===== src/cbus_axi_settings.svh =====
`ifndef CBUS_AXI_SETTINGS_SVH
`define CBUS_AXI_SETTINGS_SVH

// byte address and data beat width, one word each
`define CBA_ADDR_WIDTH 32
`define CBA_DATA_WIDTH 32

// cache bus beat counter, 16 beats at most so order is 0..4
`define CBA_CBUS_LEN_BITS 4

// AXI length field as used by the bridge, 4 beats per burst
`define CBA_AXI_LEN_BITS 2

// SRAM depth in words, word index wraps modulo this
`define CBA_SRAM_WORDS 256

`endif


===== src/cbus_axi_pkg.sv =====
`include "cbus_axi_settings.svh"

package cbus_axi_pkg;

    // bridge sequencing
    typedef enum logic [1:0] {
        br_idle,
        br_transfer,
        br_request,
        br_waiting
    } bridge_state_e;

    // SRAM slave sequencing
    typedef enum logic [1:0] {
        sl_idle,
        sl_read_data,
        sl_write_data,
        sl_write_resp
    } slave_state_e;

    // AXI burst type encoding
    typedef enum logic [1:0] {
        burst_fixed = 2'b00,
        burst_incr  = 2'b01,
        burst_wrap  = 2'b10
    } axi_burst_e;

    // log2 of the cache bus beat count
    typedef logic [2:0] cbus_order_t;

    typedef logic [`CBA_AXI_LEN_BITS-1:0] axi_len_t;

    // shared payload of the AR and AW channels
    typedef struct packed {
        logic [`CBA_ADDR_WIDTH-1:0] addr;
        axi_len_t                   len;
        logic [2:0]                 size;
        axi_burst_e                 burst;
    } axi_addr_t;

endpackage


===== src/axi_if.sv =====
`timescale 1ns/10ps

`include "cbus_axi_settings.svh"

interface axi_if import cbus_axi_pkg::*; ();

    // read address and write address
    logic      ar_valid;
    logic      ar_ready;
    axi_addr_t ar;
    logic      aw_valid;
    logic      aw_ready;
    axi_addr_t aw;

    // write data
    logic                       w_valid;
    logic                       w_ready;
    logic [`CBA_DATA_WIDTH-1:0] w_data;
    logic                       w_last;

    // read data
    logic                       r_valid;
    logic                       r_ready;
    logic [`CBA_DATA_WIDTH-1:0] r_data;
    logic                       r_last;

    // write response, always okay
    logic b_valid;
    logic b_ready;

    modport master (
        output ar_valid, ar,
        input  ar_ready,
        output aw_valid, aw,
        input  aw_ready,
        output w_valid, w_data, w_last,
        input  w_ready,
        input  r_valid, r_data, r_last,
        output r_ready,
        input  b_valid,
        output b_ready
    );

    modport slave (
        input  ar_valid, ar,
        output ar_ready,
        input  aw_valid, aw,
        output aw_ready,
        input  w_valid, w_data, w_last,
        output w_ready,
        output r_valid, r_data, r_last,
        input  r_ready,
        output b_valid,
        input  b_ready
    );

endinterface


===== src/cbus_to_axi.sv =====
`timescale 1ns/10ps

`include "cbus_axi_settings.svh"

module cbus_to_axi import cbus_axi_pkg::*; (
    input  logic                       clk,
    input  logic                       resetn,

    input  logic                       cbus_valid,
    input  logic                       cbus_is_write,
    input  logic [`CBA_ADDR_WIDTH-1:0] cbus_addr,
    input  cbus_order_t                cbus_order,
    input  logic [`CBA_DATA_WIDTH-1:0] cbus_wdata,
    output logic                       cbus_okay,
    output logic                       cbus_last,
    output logic [`CBA_DATA_WIDTH-1:0] cbus_rdata,

    axi_if.master                      axi
);

    localparam int round_bits = `CBA_CBUS_LEN_BITS - `CBA_AXI_LEN_BITS;
    localparam logic [2:0] beat_size = 3'($clog2(`CBA_DATA_WIDTH / 8));

    typedef logic [round_bits-1:0] round_t;

    // total beats minus one, split into rounds and per-burst length
    // order 4 gives 16 which drops out of the low bits and wraps to 15
    logic [`CBA_CBUS_LEN_BITS:0]   beat_total;
    logic [`CBA_CBUS_LEN_BITS-1:0] beats_m1;
    round_t                        num_round;
    axi_len_t                      burst_len;

    assign beat_total = (`CBA_CBUS_LEN_BITS + 1)'(1) << cbus_order;
    assign beats_m1   = beat_total[`CBA_CBUS_LEN_BITS-1:0] - `CBA_CBUS_LEN_BITS'(1);
    assign {num_round, burst_len} = beats_m1;

    // bytes covered by one burst
    logic [`CBA_ADDR_WIDTH-1:0] addr_step;
    assign addr_step = (`CBA_ADDR_WIDTH'(burst_len) + `CBA_ADDR_WIDTH'(1)) << 2;

    bridge_state_e              state;
    logic [`CBA_ADDR_WIDTH-1:0] current_addr;
    round_t                     round_cnt;
    axi_len_t                   len_cnt;

    // counters count down to zero
    logic is_last;
    logic is_final;
    assign is_last  = len_cnt == '0;
    assign is_final = is_last && round_cnt == '0;

    // handshakes on whichever direction the transfer uses
    logic addr_hs;
    logic beat_hs;
    logic b_hs;
    assign addr_hs = cbus_is_write ? (axi.aw_valid && axi.aw_ready)
                                   : (axi.ar_valid && axi.ar_ready);
    assign beat_hs = cbus_is_write ? (axi.w_valid && axi.w_ready)
                                   : (axi.r_valid && axi.r_ready);
    assign b_hs    = axi.b_valid && axi.b_ready;

    // address phase in idle straight from the cache bus, later from the register
    logic      addr_req;
    axi_addr_t addr_payload;

    assign addr_req = (state == br_request) || (state == br_idle && cbus_valid);

    always_comb begin
        addr_payload.addr  = (state == br_idle) ? cbus_addr : current_addr;
        addr_payload.len   = burst_len;
        addr_payload.size  = beat_size;
        addr_payload.burst = burst_incr;
    end

    assign axi.ar_valid = addr_req && !cbus_is_write;
    assign axi.aw_valid = addr_req && cbus_is_write;
    assign axi.ar       = addr_payload;
    assign axi.aw       = addr_payload;

    // data phase
    assign axi.w_valid = (state == br_transfer) && cbus_is_write;
    assign axi.w_data  = cbus_wdata;
    assign axi.w_last  = is_last;
    assign axi.r_ready = (state == br_transfer) && !cbus_is_write;
    assign axi.b_ready = state == br_waiting;

    // the last W beat of each burst is acknowledged with its B response
    assign cbus_okay = ((state == br_transfer) && beat_hs && !(cbus_is_write && is_last)) ||
                       ((state == br_waiting) && b_hs);
    assign cbus_last  = cbus_okay && is_final;
    assign cbus_rdata = axi.r_data;

    always_ff @(posedge clk) begin
        if (resetn) begin
            state     <= br_idle;
            round_cnt <= '0;
            len_cnt   <= '0;
        end else begin
            unique case (state)
                br_idle: begin
                    if (cbus_valid && addr_hs) begin
                        state     <= br_transfer;
                        round_cnt <= num_round;
                        len_cnt   <= burst_len;
                    end
                end

                br_transfer: begin
                    if (beat_hs) begin
                        if (!is_last) begin
                            len_cnt <= len_cnt - 1'b1;
                        end else if (cbus_is_write) begin
                            state <= br_waiting;
                        end else if (is_final) begin
                            state <= br_idle;
                        end else begin
                            state <= br_request;
                        end
                    end
                end

                br_request: begin
                    if (addr_hs) begin
                        state     <= br_transfer;
                        round_cnt <= round_cnt - 1'b1;
                        len_cnt   <= burst_len;
                    end
                end

                br_waiting: begin
                    if (b_hs) begin
                        state <= is_final ? br_idle : br_request;
                    end
                end
            endcase
        end
    end

    // burst address, stepped at the end of every burst
    always_ff @(posedge clk) begin
        if (state == br_idle && addr_hs) begin
            current_addr <= cbus_addr;
        end else if (state == br_transfer && beat_hs && is_last) begin
            current_addr <= current_addr + addr_step;
        end
    end

endmodule

===== src/flat_wrapper.sv =====
// flat-port wrapper written by rule: the top's interface ports become plain ports
module cbus_to_axi_flat import cbus_axi_pkg::*;
  (clk, resetn, cbus_valid, cbus_is_write, cbus_addr, cbus_order, cbus_wdata, cbus_okay, cbus_last, cbus_rdata, axi_ar_valid, axi_ar, axi_ar_ready, axi_aw_valid, axi_aw, axi_aw_ready, axi_w_valid, axi_w_data, axi_w_last, axi_w_ready, axi_r_valid, axi_r_data, axi_r_last, axi_r_ready, axi_b_valid, axi_b_ready);
  axi_if axi_i ();
  input  logic clk;
  input  logic resetn;
  input  logic cbus_valid;
  input  logic cbus_is_write;
  input  logic [`CBA_ADDR_WIDTH-1:0] cbus_addr;
  input  cbus_order_t cbus_order;
  input  logic [`CBA_DATA_WIDTH-1:0] cbus_wdata;
  output logic cbus_okay;
  output logic cbus_last;
  output logic [`CBA_DATA_WIDTH-1:0] cbus_rdata;
  output wire logic [$bits(axi_i.ar_valid)-1:0] axi_ar_valid;
  output wire logic [$bits(axi_i.ar)-1:0] axi_ar;
  input wire logic [$bits(axi_i.ar_ready)-1:0] axi_ar_ready;
  output wire logic [$bits(axi_i.aw_valid)-1:0] axi_aw_valid;
  output wire logic [$bits(axi_i.aw)-1:0] axi_aw;
  input wire logic [$bits(axi_i.aw_ready)-1:0] axi_aw_ready;
  output wire logic [$bits(axi_i.w_valid)-1:0] axi_w_valid;
  output wire logic [$bits(axi_i.w_data)-1:0] axi_w_data;
  output wire logic [$bits(axi_i.w_last)-1:0] axi_w_last;
  input wire logic [$bits(axi_i.w_ready)-1:0] axi_w_ready;
  input wire logic [$bits(axi_i.r_valid)-1:0] axi_r_valid;
  input wire logic [$bits(axi_i.r_data)-1:0] axi_r_data;
  input wire logic [$bits(axi_i.r_last)-1:0] axi_r_last;
  output wire logic [$bits(axi_i.r_ready)-1:0] axi_r_ready;
  input wire logic [$bits(axi_i.b_valid)-1:0] axi_b_valid;
  output wire logic [$bits(axi_i.b_ready)-1:0] axi_b_ready;
  assign axi_ar_valid = axi_i.ar_valid;
  assign axi_ar = axi_i.ar;
  assign axi_i.ar_ready = axi_ar_ready;
  assign axi_aw_valid = axi_i.aw_valid;
  assign axi_aw = axi_i.aw;
  assign axi_i.aw_ready = axi_aw_ready;
  assign axi_w_valid = axi_i.w_valid;
  assign axi_w_data = axi_i.w_data;
  assign axi_w_last = axi_i.w_last;
  assign axi_i.w_ready = axi_w_ready;
  assign axi_i.r_valid = axi_r_valid;
  assign axi_i.r_data = axi_r_data;
  assign axi_i.r_last = axi_r_last;
  assign axi_r_ready = axi_i.r_ready;
  assign axi_i.b_valid = axi_b_valid;
  assign axi_b_ready = axi_i.b_ready;
  cbus_to_axi u_core (.clk(clk), .resetn(resetn), .cbus_valid(cbus_valid), .cbus_is_write(cbus_is_write), .cbus_addr(cbus_addr), .cbus_order(cbus_order), .cbus_wdata(cbus_wdata), .cbus_okay(cbus_okay), .cbus_last(cbus_last), .cbus_rdata(cbus_rdata), .axi(axi_i));
endmodule

===== config.mk =====
export PLATFORM = sky130hd
export DESIGN_NAME = cbus_to_axi_flat
export DESIGN_NICKNAME = d
export VERILOG_FILES = /design/src/cbus_axi_pkg.sv /design/src/axi_if.sv /design/src/cbus_to_axi.sv /design/src/flat_wrapper.sv
export VERILOG_INCLUDE_DIRS = /design/src /design/src/src
export SDC_FILE = /design/constraint.sdc
export NUM_CORES = 1
export LEC_CHECK = 0
export ABC_AREA = 1
export ABC_CLOCK_PERIOD_IN_PS = 5200
export BUFFER_PORTS_ARGS = -buffer_cell sky130_fd_sc_hd__buf_2
export CORE_ASPECT_RATIO = 1.5
export CORE_MARGIN = 2
export CORE_UTILIZATION = 35
export CTS_CLUSTER_SIZE = 30
export DETAILED_ROUTE_END_ITERATION = 10
export GPL_TIMING_DRIVEN = 0
export PLACE_DENSITY = 0.66
export SYNTH_ARGS = -nofsm -noshare
export SYNTH_HDL_FRONTEND = slang
export SYNTH_SLANG_ARGS = --single-unit

===== constraint.sdc =====
create_clock -name clk -period 5.2 [get_ports clk]
set_input_delay 0.78 -clock clk [delete_from_list [all_inputs] [get_ports clk]]
set_output_delay 0.78 -clock clk [all_outputs]
set_load 0.01 [all_outputs]

## Word-level counts from Yosys, hierarchy flattened

Cells that the tools add are included.

- Register bits: 38
- Input bits: 109
- Output and inout bits: 150
- Logic and storage cells: 72

- Add/subtract/negate cells: 5
- Equal/unequal tests: 9
- Shift-type cells: 1
- Multiplexer cells: 21
- Reduce and logical (&&, ||, !) cells: 32

Operators with widths:

| cell | count |
|---|---|
| 32-bit two-way mux | 3 |
| 32-bit adder | 1 |
| 2-bit two-way mux | 13 |
| 1-bit logical AND | 19 |
| 5-bit AND reduction | 2 |
| 2-bit case mux with 4 select lines | 1 |
| 2-bit logical NOT | 3 |
| 2-bit by 1-bit != test with 1-bit output, second input constant | 3 |
| 2-bit != test, second input constant | 3 |
| 2-bit case mux with 3 select lines | 1 |
| 2-bit == test, second input constant | 2 |
| 2-bit case mux with 2 select lines | 1 |
| 2-bit nonzero test | 2 |
| 1-bit by 3-bit << shifter with 4-bit output, first input constant | 1 |
| 2-bit by 1-bit subtractor with 2-bit output, second input constant | 2 |
| 4-bit by 1-bit subtractor with 4-bit output, second input constant | 1 |
| 2-bit by 1-bit adder with 3-bit output, second input constant | 1 |
| 3-bit AND reduction | 1 |
| 3-bit nonzero test | 1 |
| 2-bit by 1-bit == test with 1-bit output, second input constant | 1 |
| 1-bit logical NOT | 2 |
| 1-bit logical OR | 2 |
| 1-bit two-way mux | 2 |

## Logic depth before layout (Yosys ltp)

- Depth in word-level cells: 9
- Depth in mapped cells: 16
- Mapped depth without buffers: 16

## Worst setup path after synthesis

No wires, ideal clock.

- Path type: in2reg
- From: input cbus_order[1]
- To: register u_core.current_addr[18], data pin
- Setup time: 0.252 ns
- Arrival: 3.045 ns
- Required time: 4.948 ns
- Setup slack: 1.903 ns
- Stages on the path: 16
- Buffers on the path: 0
- Cell sequence: nor3_1 -> inv_1 -> ha_1 -> xor2_1 -> inv_1 -> fa_1 -> inv_1 -> nand2_1 -> nand2_1 -> nand2_1 -> nor2_2 -> nand3_1 -> nand2_1 -> nand2_1 -> nand2_1 -> nand2_1

- Cells in the longest elaborated chain, start to end: 6

RTL lines:

| item | RTL line | source |
|---|---|---|
| from (decl) | flat_wrapper.sv:10 | `input cbus_order_t cbus_order;` |
| 1-bit by 3-bit << shifter with 4-bit output | cbus_to_axi.sv:33 | `` assign beat_total = (`CBA_CBUS_LEN_BITS + 1)'(1) << cbus_order; `` |
| 4-bit by 1-bit subtractor with 4-bit output | cbus_to_axi.sv:34 | `` assign beats_m1 = beat_total[`CBA_CBUS_LEN_BITS-1:0] - `CBA_CBUS_LEN_BITS'(1); `` |
| net axi_ar[5] | flat_wrapper.sv:16 | `output wire logic [$bits(axi_i.ar)-1:0] axi_ar;` |
| 2-bit by 1-bit adder with 3-bit output (no line) | n/a |  |
| 32-bit adder | cbus_to_axi.sv:144 | `current_addr <= current_addr + addr_step;` |
| 32-bit two-way mux | cbus_to_axi.sv:143 | `end else if (state == br_transfer && beat_hs && is_last) begin` |
| 32-bit two-way mux | cbus_to_axi.sv:141 | `if (state == br_idle && addr_hs) begin` |
| to (signal assigned) | cbus_to_axi.sv:142 | `current_addr <= cbus_addr;` |
| to (signal assigned) | cbus_to_axi.sv:144 |  |
| to (decl) | cbus_to_axi.sv:42 | `` logic [`CBA_ADDR_WIDTH-1:0] current_addr; `` |

The timed path passes the listed nets, and every way through them passes these cells. The select of a mux whose other input is x is not followed.
A chain may end at the register's enable or synchronous reset.

## Worst setup path after layout

- From: input cbus_order[1]
- To: register u_core.current_addr[18], data pin

- Cells in the longest elaborated chain, start to end: 6

RTL lines:

| item | RTL line |
|---|---|
| 1-bit by 3-bit << shifter with 4-bit output | cbus_to_axi.sv:33 |
| 4-bit by 1-bit subtractor with 4-bit output | cbus_to_axi.sv:34 |
| 2-bit by 1-bit adder with 3-bit output (no line) | n/a |
| 32-bit adder | cbus_to_axi.sv:144 |
| 32-bit two-way mux | cbus_to_axi.sv:143 |
| 32-bit two-way mux | cbus_to_axi.sv:141 |

No other way between the ends. The select of a mux whose other input is x is not followed.

==> key figures <==
Cells and area
  • Nets@finish: 921
  • # diodes: 0
  • Layout cell share with drive strength beyond 1: around 40%
  • Layout area overhead: 33.05%

Global route
  • First-pass GRT wire length: 18730 um
  • Global route total overflow: 0
  • Largest net degree at the start of global routing: 31
  • Number of global-route vias before repair: between 4000 and 5000
  • Total GRT Usage: 19.20%
  • Initial antenna violation count: 0

Power and ir drop
  • Internal power: 1.014 mW
  • Logic pwr share: 50.7%
  • Tot Pwr: between 1.5 and 2 mW
  • Leakage power: 2.887 nW
  • Clock share of power: 22.1%
  • Switch Pwr: 653.1 uW
  • Maximum vdd drop: 0.0001448 V
  • Switching share of power: 39.18%
  • Reg power frac: 27.3%
  • Power Dens Cells: 317.3 mW/mm2

Clock network
  • Resize count post-CTS: 0
  • TritonCTS clock tree: yes
  • Post-CTS Setup Inserts: 0
  • Hold Buf Count CTS: 0
  • Worst skew pair latency: just under 0.3 ns
  • H-tree levels: 2
  • Worst-path clk slew: 0.06 ns
  • CTS Buf Count: 5
  • Clock root buffer: clkbuf_16
  • Clk buf depth: 2
  • Clock sink total: 38

Critical path
  • Crit start category: input port
  • Worst Path Arrival: between 3 and 4 ns
  • Critical path data required time: between 5 and 6 ns
  • CP endpoint kind: register
  • Kind of critical path: in2reg
  • R2R depth: 13
  • Crit path max fanout: 6

Synth
  • Synth Area in XOR/XNOR: 1.553%
  • Post-Synth Simple-Gate Area: 32.76%
  • Multiplexer area fraction after synthesis: 0%
  • Synth Area in Compound Gates: about 7.7%
  • Post-Syn Area: ~0.0039 mm2
  • Average size of a mapped cell: ~6.5 um2
  • Yosys reg bits: 38
  • Cells after Synth: 607
  • Sequential share of the synthesized area: a little over a quarter
  • Adder-cell share of the synthesized area: under 10%
  • Yosys warns: 0
  • Synth unique cells: 29
  • Largest family of logic cells by synthesized area: simple AND/OR/NAND/NOR gates

Worst hold path
  • Hold Path Stages: 2
  • Worst min-delay path class: reg2reg

Timing
  • Post-Route Skew: about 0.0027 ns
  • Fmax: 0.2856 GHz
  • RSZ-0062 raised after global routing: false
  • Relative slew slack: 48.03%
  • Setup Viol. Count Final: 0
  • Hold Vio Cnt, Final: 0
  • Final Max Tran Viols: 0
  • Final period util: approximately two thirds
  • TNS Setup: 0 ns
  • Minimum clock period: around 3.5 ns
  • Slew @ Worst Pin: 0.7767 ns

Drt
  • DR vias: 4261
  • 1st-iter DRT viols: 187
  • WL final: 12060 um
  • DRT Pass-1 Iters: 5
  • DR vias/cell: 4.471
  • Average wire per standard cell: approximately 13 um
  • DRC Markers: 0
  • Post-route ant nets: 0

Floorplanning
  • Initial Util: between 30% and 40%
  • IO Pins: 259
  • Core area: 0.01100 mm2
  • Cell Rows: 47
  • DIE AREA: ~0.012 mm2
  • DIE HEIGHT: 134.1 um
  • Chip Width: 90.73 um

Run
  • Maxcap violations: 0

Place
  • Hpwl dp: 9928 um
  • Buffers on Ports: 183
  • Routability Congestion: 0.9450

Outcome
  • Outcome: complete, no violations
-- through the flow --
stage          utilization (%)  hold WS (ns)  worst slack (ns)  std cells  instance area, um2
2_1_floorplan                -        0.4326             1.903        615                3979
3_3_place_gp             46.18        0.4535             1.350        945                5079
5_1_grt                  47.78        0.5072             1.386        953                5254
4_1_cts                  47.75        0.4829             1.696        953                5251
3_5_place_dp             46.18        0.4739             1.402        945                5079
6_report                 47.78        0.4812             1.698        953                5254
-- worst max-delay path: stages --
cell and delay [ns]:
buf_2 0.11, nor3_1 0.45, inv_1 0.14, ha_1 0.35
xor2_1 0.21, inv_1 0.08, fa_1 0.43, inv_1 0.07
nand2_1 0.05, nand2_1 0.07, nand2_1 0.16, nor2_2 0.32
nand3_1 0.11, nand2_1 0.08, nand2_1 0.05, nand2_1 0.05
nand2_1 0.05
-- registers in the layout, indices dropped and copies added (netlist names) --
name	count
u_core.round_cnt	2
u_core.state	2
u_core.current_addr	32
u_core.len_cnt	2
-- metal layers --
metal / GRT usage, % / vias up / routed length, um / part of all wire [%]
li1: - / 2189 / - / -
met1: 19.22 / 1821 / 4298 / 36
met2: 37.23 / 226 / 6178 / 51
met3: 3.876 / 25 / 1109 / 9.2
met4: 9.231 / 0 / 473 / 3.9
met5: 0 / - / 0 / 0
-- worst paths after layout --
kind                                                        from                           endpoint  slack (ns)
worst max-delay path                               cbus_order[1]  u_core.current_addr[18]$_DFFE_PP_        1.70
worst min-delay path            u_core.round_cnt[1]$_SDFFE_PP0P_   u_core.round_cnt[1]$_SDFFE_PP0P_        0.48
worst max register to register  u_core.current_addr[2]$_DFFE_PP_  u_core.current_addr[18]$_DFFE_PP_        2.98
worst min register to register  u_core.round_cnt[1]$_SDFFE_PP0P_   u_core.round_cnt[1]$_SDFFE_PP0P_        0.48
-- power by group through the flow --
stage | Combinational [mW] | Sequential (mW) | Clock (mW)
final | 0.845 | 0.454 | 0.368
after global routing | 0.943 | 0.461 | 0.382
after CTS | 0.855 | 0.455 | 0.373
after detailed placement | 0.851 | 0.462 | 0
after global placement | 0.844 | 0.461 | 0
after floorplan | 0.567 | 0.446 | 0
-- cell type report --
class,instances,area (um2)
flip-flops and latches,38,1081
multi-input cells,402,1793
well taps,147,183.9
plain buffers,120,900.9
repair buffers,183,915.9
fillers,1199,5743
clock buffers,7,142.6
clock inverters,1,30.03
inverters,55,206.4
-- cells by family (layout without fill, tap and decap cells) --
group | after synthesis | in the layout
simple gates | 320 | 320
fa+ha+maj | 7 | 7
compound gates | 58 | 58
buf+inv | 175 | 366
flops | 38 | 38
other cells | 2 | 10
xor+xnor | 7 | 7
-- cells in the final DEF (no fill, tap or decap) --
master / n
a21oi_1: 5
a31oi_1: 7
buf_2: 186
buf_4: 111
buf_6: 4
bufinv_16: 1
clkbuf_1: 3
clkbuf_16: 5
clkbuf_8: 1
conb_1: 10
dfxtp_1: 6
edfxtp_1: 32
fa_1: 1
ha_1: 6
inv_1: 50
inv_2: 5
nand2_1: 214
nand2_2: 4
nand2_4: 1
nand3_1: 25
nand3_2: 2
nand4_1: 4
nor2_1: 59
nor2_2: 4
nor3_1: 4
nor3b_1: 1
o21ai_0: 34
o21ai_1: 10
o21bai_1: 1
o22ai_1: 1
or2_1: 2
xor2_1: 7
-- cell usage after synthesis (all sizes together) --
library cell,count,area [um2]
edfxtp,32,960.9
nand3,27,145.1
ha,6,75.07
nor3b,1,7.510
nand4,4,25.02
dfxtp,6,120.1
o22ai,1,6.260
nor2,63,246.5
o21bai,1,7.510
a21oi,5,25.02
nand2,219,837.1
conb,2,7.510
buf,118,893.3
fa,1,20.02
a31oi,7,43.79
xor2,7,61.31
inv,55,206.5
nor3,4,20.02
o21ai,44,220.2
or2,2,12.51
clkbuf,2,7.510
No activity file was read; power rests on OpenSTA's default activity.
